===== src/ks10BusPkg.sv =====
/*
 * KS-10 bus word formats
 * Word type, flag bit positions and the two decodes of the
 * backplane address word.
 */
`default_nettype none

package ks10BusPkg;

   //////////////////////////////////////////////////
   // Word format
   //////////////////////////////////////////////////

   // PDP-10 numbering, bit 0 is the MSB
   typedef logic [0:35] busWordT;

   //////////////////////////////////////////////////
   // Address word flags
   //////////////////////////////////////////////////

   // Bit positions inside the 14-bit flags field
   localparam int flagRead  = 3;
   localparam int flagWrite = 5;
   localparam int flagIo    = 10;

   //////////////////////////////////////////////////
   // Address word decodes
   //////////////////////////////////////////////////

   typedef union packed
   {
      // Raw 36-bit word
      busWordT word;
      // Memory cycle
      struct packed
      {
         logic [0:13]  flags;
         logic [14:35] physAddr;
      } memView;
      // IO cycle
      struct packed
      {
         logic [0:13]  flags;
         logic [14:17] ctlNum;
         logic [18:35] regAddr;
      } ioView;
   } ks10AddrU;

endpackage

`default_nettype wire


===== src/busArbiter.sv =====
/*
 * busArbiter
 * Two-master KS-10 backplane arbiter. Console wins from idle,
 * a grant stays locked while its request is held, and slave
 * responses are routed back to the granted master.
 */
`default_nettype none

module busArbiter
(
   input  wire logic                 clk,
   input  wire logic                 rstN,
   input  wire logic                 clken,
   // Masters
   input  wire logic                 cpuReq,
   input  wire logic                 conReq,
   input  wire ks10BusPkg::ks10AddrU cpuAddr,
   input  wire ks10BusPkg::ks10AddrU conAddr,
   input  wire ks10BusPkg::busWordT  cpuDataW,
   input  wire ks10BusPkg::busWordT  conDataW,
   output logic                      cpuAck,
   output logic                      conAck,
   output ks10BusPkg::busWordT       cpuDataR,
   output ks10BusPkg::busWordT       conDataR,
   // Backplane
   output logic                      busReq,
   output ks10BusPkg::ks10AddrU      busAddr,
   output ks10BusPkg::busWordT       busDataW,
   // Slave returns
   input  wire logic                 memAck,
   input  wire logic                 ioAck,
   input  wire ks10BusPkg::busWordT  memData,
   input  wire ks10BusPkg::busWordT  ioData
);

   // One-hot grant, both low when idle
   logic grantCon;
   logic grantCpu;
   logic nextCon;
   logic nextCpu;
   // High when the IO slave answered last
   logic respIo;
   logic slaveAck;
   ks10BusPkg::busWordT respData;

   //////////////////////////////////////////////////
   // Grant
   //////////////////////////////////////////////////

   // Re-arbitrate only when the granted request has dropped
   always_comb
   begin
      nextCon = grantCon;
      nextCpu = grantCpu;
      if (!busReq)
      begin
         // Console first
         nextCon = conReq;
         nextCpu = cpuReq & ~conReq;
      end
   end

   always_ff @(posedge clk or negedge rstN)
   begin
      if (!rstN)
      begin
         grantCon <= 1'b0;
         grantCpu <= 1'b0;
      end
      else if (clken)
      begin
         grantCon <= nextCon;
         grantCpu <= nextCpu;
      end
   end

   //////////////////////////////////////////////////
   // Backplane drive
   //////////////////////////////////////////////////

   // Request of the granted master only
   assign busReq   = (grantCon & conReq) | (grantCpu & cpuReq);
   assign busAddr  = grantCon ? conAddr  : cpuAddr;
   assign busDataW = grantCon ? conDataW : cpuDataW;

   // Slave decodes are mutually exclusive
   assign slaveAck = memAck | ioAck;

   // Ungranted master sees no ack and keeps waiting
   assign conAck = grantCon & slaveAck;
   assign cpuAck = grantCpu & slaveAck;

   //////////////////////////////////////////////////
   // Response routing
   //////////////////////////////////////////////////

   // Remember who answered the last enabled access
   always_ff @(posedge clk or negedge rstN)
   begin
      if (!rstN)
         respIo <= 1'b0;
      else if (clken & busReq & slaveAck)
         respIo <= ioAck;
   end

   assign respData = respIo ? ioData : memData;

   // Shared return path
   // Valid for whichever master made the last access
   assign conDataR = respData;
   assign cpuDataR = respData;

endmodule

`default_nettype wire


===== config.mk =====
export PLATFORM = sky130hd
export DESIGN_NAME = busArbiter
export DESIGN_NICKNAME = d
export VERILOG_FILES = /design/src/ks10BusPkg.sv /design/src/busArbiter.sv
export SDC_FILE = /design/constraint.sdc
export NUM_CORES = 1
export LEC_CHECK = 0
export ABC_AREA = 1
export BUFFER_PORTS_ARGS = -buffer_cell sky130_fd_sc_hd__buf_2
export CAP_MARGIN = 5
export CORE_AREA = 2 2 143 145
export CTS_BUF_LIST = sky130_fd_sc_hd__clkbuf_2 sky130_fd_sc_hd__clkbuf_4 sky130_fd_sc_hd__clkbuf_8
export DETAILED_ROUTE_END_ITERATION = 7
export DIE_AREA = 0 0 145 147
export GPL_ROUTABILITY_DRIVEN = 0
export HOLD_SLACK_MARGIN = 0.12
export PLACE_DENSITY_LB_ADDON = 0.08
export SLEW_MARGIN = 40
export SYNTH_ARGS = -nofsm -noshare
export SYNTH_HDL_FRONTEND = slang
export SYNTH_SLANG_ARGS = --single-unit
export TNS_END_PERCENT = 100

===== constraint.sdc =====
create_clock -name clk -period 1.2 [get_ports clk]
set_clock_uncertainty 0.15 [all_clocks]
set_input_delay 0.12 -clock clk [delete_from_list [all_inputs] [get_ports clk]]
set_output_delay 0.12 -clock clk [all_outputs]
set_load 0.01 [all_outputs]

# Yosys cells after proc, flatten, opt, wreduce, memory -nomap -nowiden
# Cells that the tools add are included.
# totals
inputBits,223
word_cells,18
regBits,3
out_inout_bits,147
# op_classes
mux,3
n_reduce_logical,1
n_bitwise,11
# op_table
op,n
$mux W36,3
$and A1 B1 Y1,7
$not A1 Y1,2
$or A1 B1 Y1,2
$reduce_and A2 Y1,1

# Logic depth before layout (Yosys ltp)
# logic_depth
word_depth,4
mapped_depth,5
depth_no_buf,5

# Least setup slack after synthesis
# Ideal clock, no wire load.
# synth_timing
path_kind,register -> output
start,reg respIo
end,out cpuDataR[10]
path_buffers,3
slack_ps,-173
required_time_ps,930
t_arrival_ps,1103
stages_incl_launch_ff,5
cell_sequence,dfrtp_1 buf_6 buf_12 mux2_4 buf_4
# synth_between
elab_chain_len,1
# synth_rtl
element,line_no,text
start: declaration,busArbiter.sv:42,logic respIo;
start signal: assignment,busArbiter.sv:103,respIo <= ioAck;
$mux W36,busArbiter.sv:106,assign respData = respIo ? ioData : memData;
end: declaration,busArbiter.sv:23,"output ks10BusPkg::busWordT cpuDataR,"
# No other way between the ends.

==> flow_summary_export.csv <==
group,metric,value,unit
worst_setup_path,arrival,1.34,ns
synth,postSynth.asyncResetShare,100,%
worst_setup_path,end_kind,"output port",
synth,yosysSeqAreaShare,3.91,%
global_routing,grt_pass1_vias,3427,
place,dp_hpwl,10400,um
sta,hold_viol,0,
sta,rsz0062_at_grt,"yes",
routing,wl_per_cell,13.8,um
power_and_ir_drop,ir_worst_vdd,0.373,mV
synth,synth_common_cells,"nand2_1, buf_4, mux2_4, buf_2, mux2_2",
worst_setup_path,cp.required,0.93,ns
synth,synth_cells,331,
synth,synth_most_common_cell,"nand2_1",
synth,yosysWarningCount,0,
routing,wl,13100,um
clocking,numCtsBuffers,3,
floorplanning,num_io_pins,370,
global_routing,grtUsageMet3,4.19,%
place,io_buffers,369,
cells_and_area,num-nets-final,904,
floorplanning,die_y,147,um
synth,synth_area_leaders,"nand2_1, mux2_4, buf_4",
sta,slew_headroom,85.5,%
routing,vias,3403,
global_routing,grtUsageMet2,22.5,%
sta,fin_hold_ws,0.126,ns
synth,ys_ff_latch,3,
run_status,failed_checks,"negative setup slack",
global_routing,overflow,0,
clocking,cts_buffer_depth,2,
floorplanning,die_w,145,um
synth,synth_area_per_cell,5.80,um^2
floorplanning,start_util,9.68,%
sta,worstMarginPinSlew,0.216,ns
job,maxCapViolCount,0,
routing,ant_nets,0,
clocking,worstSkewPairLatency,0.21,ns
global_routing,grt_max_degree,22,
global_routing,grt_use_met1,9.75,%
sta,period_minus_slack,1.61,ns
sta,clock.fmax,0.621,GHz
global_routing,grt_pass1_wl,18200,um
synth,synth_top_area_cell,"nand2_1",
run_status,status,"complete, but fails checks",
clocking,clk_pin_slew_worst_paths,0.03,ns
floorplanning,placementRows,52,
clocking,root_buffer,"clkbuf_8",
global_routing,grtUsageTotal,10.7,%
synth,synth_top_area_share,44.0,%
floorplanning,coreArea,19800,um^2
cells_and_area,final_area,5030,um^2
cells_and_area,drive_gt1_share,76.9,%
worst_setup_path,startpoint_type,"register",
sta,finalMaxSlewViolations,0,
cells_and_area,antenna_cells,0,
routing,drt_iter0_drc,48,
global_routing,antenna_found_initial,0,
synth,synth_flop_cell,"dfrtp_1",
cells_and_area,final_core_utilization,25.3,%
sta,fin_ws,-0.409,ns
worst_setup_path,critical_path_class,"register to output port",
floorplanning,dieArea,21300,um^2
routing,drc_errors,0,
power_and_ir_drop,leakagePower,3.00,nW
synth,synth_edf_count,0,
worst_setup_path,crit_fanout,4,
clocking,cts_tree,"yes",
global_routing,grt.busiest_layer,"met2",
sta,fin_crit_sh,134,%
synth,ys_types,13,
cells_and_area,area_growth,162,%
synth,synth.cell_area,1920,um^2
clocking,htree_levels,1,
min_path,hold_class,"primary input to asynchronous set/reset pin",
routing,drt-pass1-iter-count,4,
clocking,clock-sinks,3,
routing,drt-vias-per-instance,3.58,
sta,setup_viol,149,
place,placed_area,3840,um^2
synth,postSynthNetCount,554,
power_and_ir_drop,p_per_area,1240,nW/um^2
-- power by group --
group	total (mW)	internal (mW)	switching, mW
clock network	0.310	0.249	0.0616
registers	0.165	0.132	0.0330
logic	5.77	3.11	2.66
-- what timing repair did --
| action | 4_1_cts | 5_1_grt |
|---|---|---|
| hold endpoints to repair | 6 | 0 |
| resized for setup | 82 | 113 |
| buffers inserted | 3 | 1 |
| hold buffers | 5 | 0 |
| endpoints found under the setup margin | 149 | 149 |
| pin swaps | 3 | 29 |
| cloned | 5 | 7 |
-- routing by layer --
layer,share of wire (%),vias to the layer above,wire [um]
met4,0.95,0,124
met2,57,222,7410
met1,32,1496,4140
met5,0,-,0
li1,-,1677,-
met3,11,8,1390
-- cells in the final DEF (no fill, tap or decap) --
| master | netlist | final |
|---|---|---|
| buf_2 | 7 | 312 |
| nand2_1 | 225 | 142 |
| nand2_2 | 0 | 63 |
| buf_6 | 1 | 58 |
| mux2_4 | 29 | 30 |
| nand2_4 | 0 | 19 |
| buf_12 | 3 | 13 |
| clkbuf_16 | 0 | 7 |
| mux2_2 | 7 | 6 |
| dlygate4sd3_1 | 0 | 5 |
| nor2_1 | 4 | 3 |
| inv_1 | 3 | 3 |
| clkbuf_8 | 0 | 3 |
| buf_16 | 0 | 3 |
| o21ai_1 | 0 | 2 |
| dfrtp_2 | 0 | 2 |
| inv_12 | 0 | 1 |
| nand2_8 | 0 | 1 |
| nor2_2 | 0 | 1 |
| nand3_1 | 2 | 1 |
| nand3_4 | 0 | 1 |
| clkbuf_4 | 0 | 1 |
| dfrtp_1 | 3 | 1 |
| buf_8 | 0 | 1 |
| buf_4 | 44 | 1 |
-- layout make-up --
cell class,count,area (um^2)
clock buffer,4,48.8
fill,2226,14800
inverter,4,27.5
multi-input combinational,269,1730
sequential,3,77.6
tap,270,338
timing repair buffer,400,2810
-- logic make-up after synthesis --
group / synth area share (%)
flip-flops: 3.91
AO/OA/AOI/OAI: 0.521
buffers and inverters: 23.5
multiplexers: 26.8
AND/OR/NAND/NOR: 45.3
-- worst paths after layout --
kind	endpoint	slack, ns	startpoint	cells after the start
max reg2reg	respIo$_DFFE_PN0P_	-0.06	grantCon$_DFFE_PN0P_	6
max	busAddr[30]	-0.41	grantCon$_DFFE_PN0P_	6
min	grantCon$_DFFE_PN0P_	0.13	rstN	2
min reg2reg	grantCpu$_DFFE_PN0P_	0.41	grantCpu$_DFFE_PN0P_	2
min in group clk	grantCon$_DFFE_PN0P_	0.14	cpuReq	4
max in group asynchronous	respIo$_DFFE_PN0P_	0.65	rstN	2
-- critical path: stages, from the launching register on --
cell and delay (ns):
dfrtp_2 0.40, buf_12 0.15, clkbuf_16 0.17, clkbuf_16 0.16
nand2_4 0.07, nand2_2 0.05, buf_6 0.11
-- sequential cells by signal, summed over array words and instances (netlist names) --
register,flops
respIo,1
grantCon,1
grantCpu,1
-- through the flow --
step | cells | total power, mW | TNS [ns] | worst slack (ns)
after floorplan | 331 | 3.19 | -5.95 | -0.157
after global placement | 927 | 4.40 | -15.97 | -0.159
after detailed placement | 927 | 4.36 | -16.41 | -0.173
after CTS | 944 | 5.62 | -52.27 | -0.400
after global routing | 950 | 6.69 | -58.42 | -0.438
final | 950 | 6.25 | -52.24 | -0.409
(Power assumes the default switching activity.)
