File: config.mk
export PLATFORM = sky130hd
export DESIGN_NAME = ioStatusRegs
export DESIGN_NICKNAME = d
export VERILOG_FILES = /design/src/ks10MapPkg.sv /design/src/ks10BusPkg.sv /design/src/ioStatusRegs.sv
export SDC_FILE = /design/constraint.sdc
export NUM_CORES = 1
export LEC_CHECK = 0
export BUFFER_PORTS_ARGS = -buffer_cell sky130_fd_sc_hd__buf_2
export CORE_ASPECT_RATIO = 1.1
export CORE_UTILIZATION = 52
export CTS_CLUSTER_DIAMETER = 100
export DETAILED_ROUTE_END_ITERATION = 16
export HOLD_SLACK_MARGIN = 0.03
export PLACE_DENSITY = 0.88
export SLEW_MARGIN = 20
export SYNTH_ARGS = -nofsm -noshare
export SYNTH_HDL_FRONTEND = slang
export SYNTH_SLANG_ARGS = --single-unit
File: constraint.sdc
create_clock -name clk -period 1.73 [get_ports clk]
set_clock_uncertainty 0.05 [all_clocks]
set_input_delay 0.173 -clock clk [delete_from_list [all_inputs] [get_ports clk]]
set_output_delay 0.173 -clock clk [all_outputs]
set_load 0.02 [all_outputs]
File: src/ks10MapPkg.sv
/*
 * KS-10 backplane address map
 * Implemented memory size and the IO slave location.
 */
`default_nettype none

package ks10MapPkg;

   //////////////////////////////////////////////////
   // Memory
   //////////////////////////////////////////////////

   // Only 32K words implemented
   localparam int memWords    = 32768;
   // Index width into the memory array
   localparam int memAddrBits = 15;

   //////////////////////////////////////////////////
   // IO status registers
   //////////////////////////////////////////////////

   // Controller number of the status register block
   localparam logic [3:0]  ioCtlNum      = 4'd3;
   // First of four consecutive register addresses
   localparam logic [17:0] ioRegBase     = 18'o000200;
   // Read-only console switches
   localparam logic [1:0]  ioRegSwitches = 2'd1;

endpackage

`default_nettype wire

File: src/ks10BusPkg.sv
/*
 * KS-10 bus word formats
 * Word type, flag bit positions and the two decodes of the
 * backplane address word.
 */
`default_nettype none

package ks10BusPkg;

   //////////////////////////////////////////////////
   // Word format
   //////////////////////////////////////////////////

   // PDP-10 numbering, bit 0 is the MSB
   typedef logic [0:35] busWordT;

   //////////////////////////////////////////////////
   // Address word flags
   //////////////////////////////////////////////////

   // Bit positions inside the 14-bit flags field
   localparam int flagRead  = 3;
   localparam int flagWrite = 5;
   localparam int flagIo    = 10;

   //////////////////////////////////////////////////
   // Address word decodes
   //////////////////////////////////////////////////

   typedef union packed
   {
      // Raw 36-bit word
      busWordT word;
      // Memory cycle
      struct packed
      {
         logic [0:13]  flags;
         logic [14:35] physAddr;
      } memView;
      // IO cycle
      struct packed
      {
         logic [0:13]  flags;
         logic [14:17] ctlNum;
         logic [18:35] regAddr;
      } ioView;
   } ks10AddrU;

endpackage

`default_nettype wire

File: src/ioStatusRegs.sv
/*
 * ioStatusRegs
 * Four 36-bit IO registers at one controller number.
 * Register 1 returns the console switches.
 */
`default_nettype none

module ioStatusRegs
(
   input  wire logic                 clk,
   input  wire logic                 rstN,
   input  wire logic                 clken,
   input  wire logic                 busReq,
   input  wire ks10BusPkg::ks10AddrU busAddr,
   input  wire ks10BusPkg::busWordT  busDataW,
   input  wire ks10BusPkg::busWordT  switches,
   output logic                      ioAck,
   output ks10BusPkg::busWordT       ioData
);

   // Read/write registers
   ks10BusPkg::busWordT ioReg0;
   ks10BusPkg::busWordT ioReg2;
   ks10BusPkg::busWordT ioReg3;
   ks10BusPkg::busWordT readWord;

   logic [17:0] regOffset;
   logic [1:0]  regIdx;
   logic        regHit;
   logic        ctlHit;
   logic        access;
   logic        wrEn;
   logic        rdEn;

   //////////////////////////////////////////////////
   // IO address decode
   //////////////////////////////////////////////////

   // Offset from the first register
   assign regOffset = busAddr.ioView.regAddr - ks10MapPkg::ioRegBase;
   assign regHit    = regOffset[17:2] == 16'd0;
   assign regIdx    = regOffset[1:0];
   assign ctlHit    = busAddr.ioView.ctlNum == ks10MapPkg::ioCtlNum;

   // IO flag, controller and register window
   assign ioAck = busAddr.ioView.flags[ks10BusPkg::flagIo] & ctlHit & regHit;

   assign access = clken & busReq & ioAck;
   assign wrEn   = access & busAddr.ioView.flags[ks10BusPkg::flagWrite];
   assign rdEn   = access & busAddr.ioView.flags[ks10BusPkg::flagRead];

   //////////////////////////////////////////////////
   // Registers
   //////////////////////////////////////////////////

   // Switches slot ignores writes
   always_ff @(posedge clk or negedge rstN)
   begin
      if (!rstN)
      begin
         ioReg0 <= '0;
         ioReg2 <= '0;
         ioReg3 <= '0;
      end
      else if (wrEn)
      begin
         case (regIdx)
            2'd0:    ioReg0 <= busDataW;
            2'd2:    ioReg2 <= busDataW;
            2'd3:    ioReg3 <= busDataW;
            default: ;
         endcase
      end
   end

   // Read select
   always_comb
   begin
      case (regIdx)
         ks10MapPkg::ioRegSwitches: readWord = switches;
         2'd0:                      readWord = ioReg0;
         2'd2:                      readWord = ioReg2;
         default:                   readWord = ioReg3;
      endcase
   end

   // Read data one enabled clock later
   always_ff @(posedge clk)
   begin
      if (rdEn)
         ioData <= readWord;
   end

endmodule

`default_nettype wire

## Yosys cells after proc, flatten, opt, wreduce, memory -nomap -nowiden

Index checks and enable logic that the tools add are counted.

| operators by class | value |
|---|---|
| multiplexer cells | 1 |
| bitwise gates (word level) | 6 |
| eq/ne operators | 4 |
| add/subtract/negate cells | 1 |
| reduce and logical (&&, ||, !) cells | 5 |

Operators by type and width:

| kind | count |
|---|---|
| one-hot mux 36 bit (3 select lines) | 1 |
| subtractor 18 x 8 -> 18 bit, second input constant | 1 |
| logical NOT 16 bit | 1 |
| bitwise AND 1 bit | 6 |
| AND reduction 2 bit | 3 |
| equality test 2 bit, second input constant | 2 |
| equality test 4 x 2 -> 1 bit, second input constant | 1 |
| equality test 2 x 1 -> 1 bit, second input constant | 1 |
| logical NOT 2 bit | 1 |

| storage, ports and cells | value |
|---|---|
| register bits | 144 |
| word-level logic and storage cells | 21 |
| output and inout bits | 37 |

## Longest topological paths before layout

| logic depth | value |
|---|---|
| word-level depth | 6 |
| gate-level depth with buffers | 8 |
| depth with buffers taken out | 7 |

## Worst setup path after synthesis

OpenSTA, ideal clock, no wires.

| path | value |
|---|---|
| path kind | input to register |
| start | in busAddr[7] (netlist bit) |
| end | reg ioData[0], enable pin |
| required time | 1.284 ns |
| arrival | 2.923 ns |
| setup slack | -1.638 ns |
| cell stages on the path | 7 |
| library setup time | 0.396 ns |
| path through | inv_1 -> ha_1 -> nand2_1 -> nor3_1 -> nand4_1 -> nor4b_1 -> and4_1 |

| on the way | value |
|---|---|
| longest elaborated chain between the ends | 5 |

Ends and longest elaborated chain:

| what | RTL line | RTL |
|---|---|---|
| start: declaration | ioStatusRegs.sv:14 | `input wire ks10BusPkg::ks10AddrU busAddr,` |
| subtractor 18 x 8 -> 18 bit | ioStatusRegs.sv:40 | `assign regOffset = busAddr.ioView.regAddr - ks10MapPkg::ioRegBase;` |
| logical NOT 16 bit | ioStatusRegs.sv:41 | `assign regHit = regOffset[17:2] == 16'd0;` |
| bitwise AND 1 bit | ioStatusRegs.sv:46 | `assign ioAck = busAddr.ioView.flags[ks10BusPkg::flagIo] & ctlHit & regHit;` |
| net ioAck | ioStatusRegs.sv:17 | `output logic ioAck,` |
| bitwise AND 1 bit | ioStatusRegs.sv:48 | `assign access = clken & busReq & ioAck;` |
| bitwise AND 1 bit | ioStatusRegs.sv:50 | `assign rdEn = access & busAddr.ioView.flags[ks10BusPkg::flagRead];` |
| net rdEn | ioStatusRegs.sv:33 | `logic rdEn;` |
| end signal: assignment | ioStatusRegs.sv:91 | `ioData <= readWord;` |
| end: declaration | ioStatusRegs.sv:18 | `output ks10BusPkg::busWordT ioData` |

The timed path passes the listed nets, and every way through them passes these cells.
A chain may end at the register's enable or synchronous reset.

## Worst setup path in the final report

| path | value |
|---|---|
| start | in busAddr[21] (netlist bit) |
| end | reg ioReg0[25] |

| on the way | value |
|---|---|
| longest elaborated chain between the ends | 6 |

Ends and longest elaborated chain:

| what | RTL line | RTL |
|---|---|---|
| equality test 4 x 2 -> 1 bit | ioStatusRegs.sv:43 | `assign ctlHit = busAddr.ioView.ctlNum == ks10MapPkg::ioCtlNum;` |
| bitwise AND 1 bit (2 in a row) | ioStatusRegs.sv:46 |  |
| bitwise AND 1 bit | ioStatusRegs.sv:48 |  |
| bitwise AND 1 bit | ioStatusRegs.sv:49 | `assign wrEn = access & busAddr.ioView.flags[ks10BusPkg::flagWrite];` |
| AND reduction 2 bit (no line) | n/a |  |
| end signal: assignment | ioStatusRegs.sv:68 | `2'd0: ioReg0 <= busDataW;` |
| end: declaration | ioStatusRegs.sv:22 | `ks10BusPkg::busWordT ioReg0;` |

Every way passes these cells.

==> key figures <==
Yosys
  – Post-synthesis simple-gate area fraction: 3.62%
  – Ys Warns: 0
  – Synth Instances: roughly 340
  – Netlist cell types: 32
  – Post-synthesis adder-cell area fraction: 0.194%
  – Post-synth EDFFs: 36
  – Post-synthesis mux area share: about a third
  – Ys flop type: dfrtp_1
  – Mapped Area: about 0.0064 sq mm
  – Top cell type's share of synthesized area: 42.0%
  – Cell taking the most area after synthesis: dfrtp_1
  – Seq/Total Area, Yosys: 58.8%
  – #FFs+latches synth: 144
  – Top-count cell post-synth: dfrtp_1
  – Largest family of logic cells by synthesized area: multiplexers
  – Synth Net Count: 455
  – Async SR Flop Fraction: 75.0%
  – Most frequent cells after synthesis: dfrtp_1, mux2_2, mux2_4
  – Mean Syn Cell Area: approximately 19 sq um
  – Synth top area cells: dfrtp_1, edfxtp_1, mux4_2
  – Fraction of synthesized cell area in xor and xnor cells: 0%
  – Compound-Gate Fraction of Synth Area: 0.739%

Route
  – Final ANT Viol Nets: 0
  – Vias/cell: 5.50
  – Routed WL: 15.9 mm
  – Vias: 4,033
  – Drt first pass iters: 4
  – Initial DRC Count: 181
  – DR DRC count: 0
  – Drt wl/cell: 21.7 microns

Power and ir drop
  – Net Sw Power: 1.59 mW
  – Share of total power in the clock network: just under 50%
  – Sequential share of power: 45.2%
  – Pint: approximately 6.1 mW
  – Peak VDD IR: 711 uV
  – PwrDens: 844 mW/mm^2
  – Comb pwr share: 6.2%
  – Lkg Pwr: 4.11 nW
  – Switching Fraction: just over 20%
  – Total power draw: around 7.7 mW

Finish
  – Design Area, Final: about 0.0091 sq mm
  – Fill cells: 695
  – # diodes: 0
  – Final nets: around 680
  – Area grow syn2layout: 41.9%
  – Finished Core Util: 75.9%
  – Layout cells sized above 1: 65.3%

Placed design
  – Port buffer count: between 100 and 150
  – Post-place setup slack: -0.632 ns
  – Detailed Place HPWL: 10.1 mm
  – Post-DP Area: about 0.0079 sq mm
  – Routability-driven placement congestion ratio: a little over 0.8

Global routing
  – Total track usage: 26.3%
  – Number of global-route vias before repair: 4,611
  – Remaining Overflow, GRT: 0
  – Initial antenna violation count: 0
  – First-pass GRT wire length: 24.8 mm
  – Largest net degree at the start of global routing: 40

STA
  – Worst-margin pin slew: 0.523 ns
  – Count of final hold-check violations: 0
  – Final Cycle Share: 112%
  – Max Transition Viols Final: 0
  – Worst relative slew slack: 65.1%
  – Setup ws final: -0.215 ns
  – Final Setup Violations: roughly 150
  – Fmax: 514 MHz
  – Clock period minus worst slack: 1.94 ns
  – RSZ-0062 raised after global routing: yes

Clocking
  – Clock buffer depth: 2
  – H-tree depth: 4
  – Clk Latency, worst-skew pair: 0.41 ns
  – Num CTS Buffers: 17
  – CTS sink cnt: 144
  – Root buffer cell: clkbuf_16
  – CTS tree: built
  – Clock-pin slew on the worst setup and hold paths: 0.06 ns

Floorplanning
  – Die Y: around 120 microns
  – Initial Util: roughly 53%
  – Die width: between 100 and 150 microns
  – Die ar.: 0.0128 sq mm
  – Row count: 42
  – Ports: ~150
  – Core ar.: 0.0120 sq mm

Worst setup path
  – CP Launch Type: input port
  – Critical path's top delay family: simple AND/OR/NAND/NOR gates
  – Critical path arrival: 2.19 ns
  – Crit path cell chain: buf_6 > or4b_4 > nor4_4 > buf_4 > nand3_4 > nor4_4 > buf_6 > clkbuf_16 > mux2_4
  – Setup crit end kind: flip-flop
  – Buf/Inv on CP: 4
  – Worst EP required: between 1.5 and 2 ns
  – Critical Path Fanout Max: 6
  – CP max-delay cell: or4b_4
  – CP Class: in -> reg
  – Max incr delay on CP: roughly 0.53 ns

Hold path
  – Worst Hold Class: in -> reg

Outcome
  – Status: finished, violations left
  – Failing checks: negative setup slack

Flow run
  – Max-cap viol count: 0
## cell families after synthesis
group	Yosys count
flops	144
compound gates	6
mux	144
fa+ha+maj	1
simple gates	27
buf+inv	20
## power groups by stage
stage / combinational, mW / clock (mW) / sequential, mW
final: 0.481 / 3.75 / 3.48
after floorplan: 0.150 / 0 / 3.55
after global placement: 0.388 / 0 / 3.55
after detailed placement: 0.408 / 0 / 3.55
after global routing: 0.520 / 3.92 / 3.48
after CTS: 0.479 / 3.78 / 3.48
## placed cells by master, fill, tap and decap left out, types with 2 or more instances in the layout
cell type / instances
clkinvlp_4: 2
dlygate4sd3_1: 37
nor2_1: 6
nand4_1: 2
nand2_1: 2
dfrtp_1: 108
buf_6: 15
clkbuf_1: 2
mux4_2: 36
clkinv_2: 6
buf_4: 16
bufinv_16: 4
buf_2: 134
buf_12: 16
or2b_2: 2
clkbuf_16: 20
edfxtp_1: 36
mux2_4: 108
nor4_4: 4
nor3_1: 2
## final cells by class
class	count	area, sq um	share of cell area [%]
multi-input cells	178	2780	30.4
inverters	3	23.8	0.260
clock inverters	13	169	1.85
clock buffers	19	433	4.74
well taps	154	193	2.11
flip-flops and latches	144	3780	41.4
repair buffers	222	1750	19.2
## routing by layer
| layer | vias to the layer above | track usage [%] | routed length (microns) |
|---|---|---|---|
| met5 | - | 0 | 0 |
| met4 | 0 | 8.90 | 263 |
| met3 | 21 | 6.01 | 766 |
| met2 | 138 | 45.4 | 8710 |
| met1 | 2098 | 32.4 | 6130 |
| li1 | 1776 | - | - |
## per-stage QoR
step                      std cells  hold WS [ns]  TNS (ns)
after floorplan                 342        -0.173    -89.07
after CTS                       728        0.0920    -19.64
after detailed placement        655         0.125    -82.18
final                           733         0.107    -24.30
after global placement          655         0.118    -77.37
after global routing            733         0.100    -37.06
## sequential cells by signal, indices dropped and copies added, names as in the netlist
name,cells
ioData,36
ioReg0,36
ioReg3,36
ioReg2,36
## what timing repair did
item,in CTS,in global routing
setup buffers,3,2
resized for setup,21,6
gates cloned,1,3
endpoints found under the setup margin,145,145
hold buffers,37,0
endpoints found under the hold margin,144,0
pin swaps,2,1
## path summary, 6_finish.rpt
kind                            slack (ns)                     end                    from  cells after the start
worst max-delay path                 -0.21  ioReg0[25]$_DFFE_PN0P_             busAddr[21]                      9
worst min-delay path                  0.11    ioData[25]$_DFFE_PP_            switches[25]                      2
worst max register to register        0.49    ioData[17]$_DFFE_PP_  ioReg3[17]$_DFFE_PN0P_                      1
worst min register to register        0.46  ioReg2[20]$_DFFE_PN0P_  ioReg2[20]$_DFFE_PN0P_                      1
max in group asynchronous             0.79  ioReg3[34]$_DFFE_PN0P_                    rstN                      3
min in group asynchronous             0.24   ioReg0[3]$_DFFE_PN0P_                    rstN                      2
(Power assumes the default switching activity.)
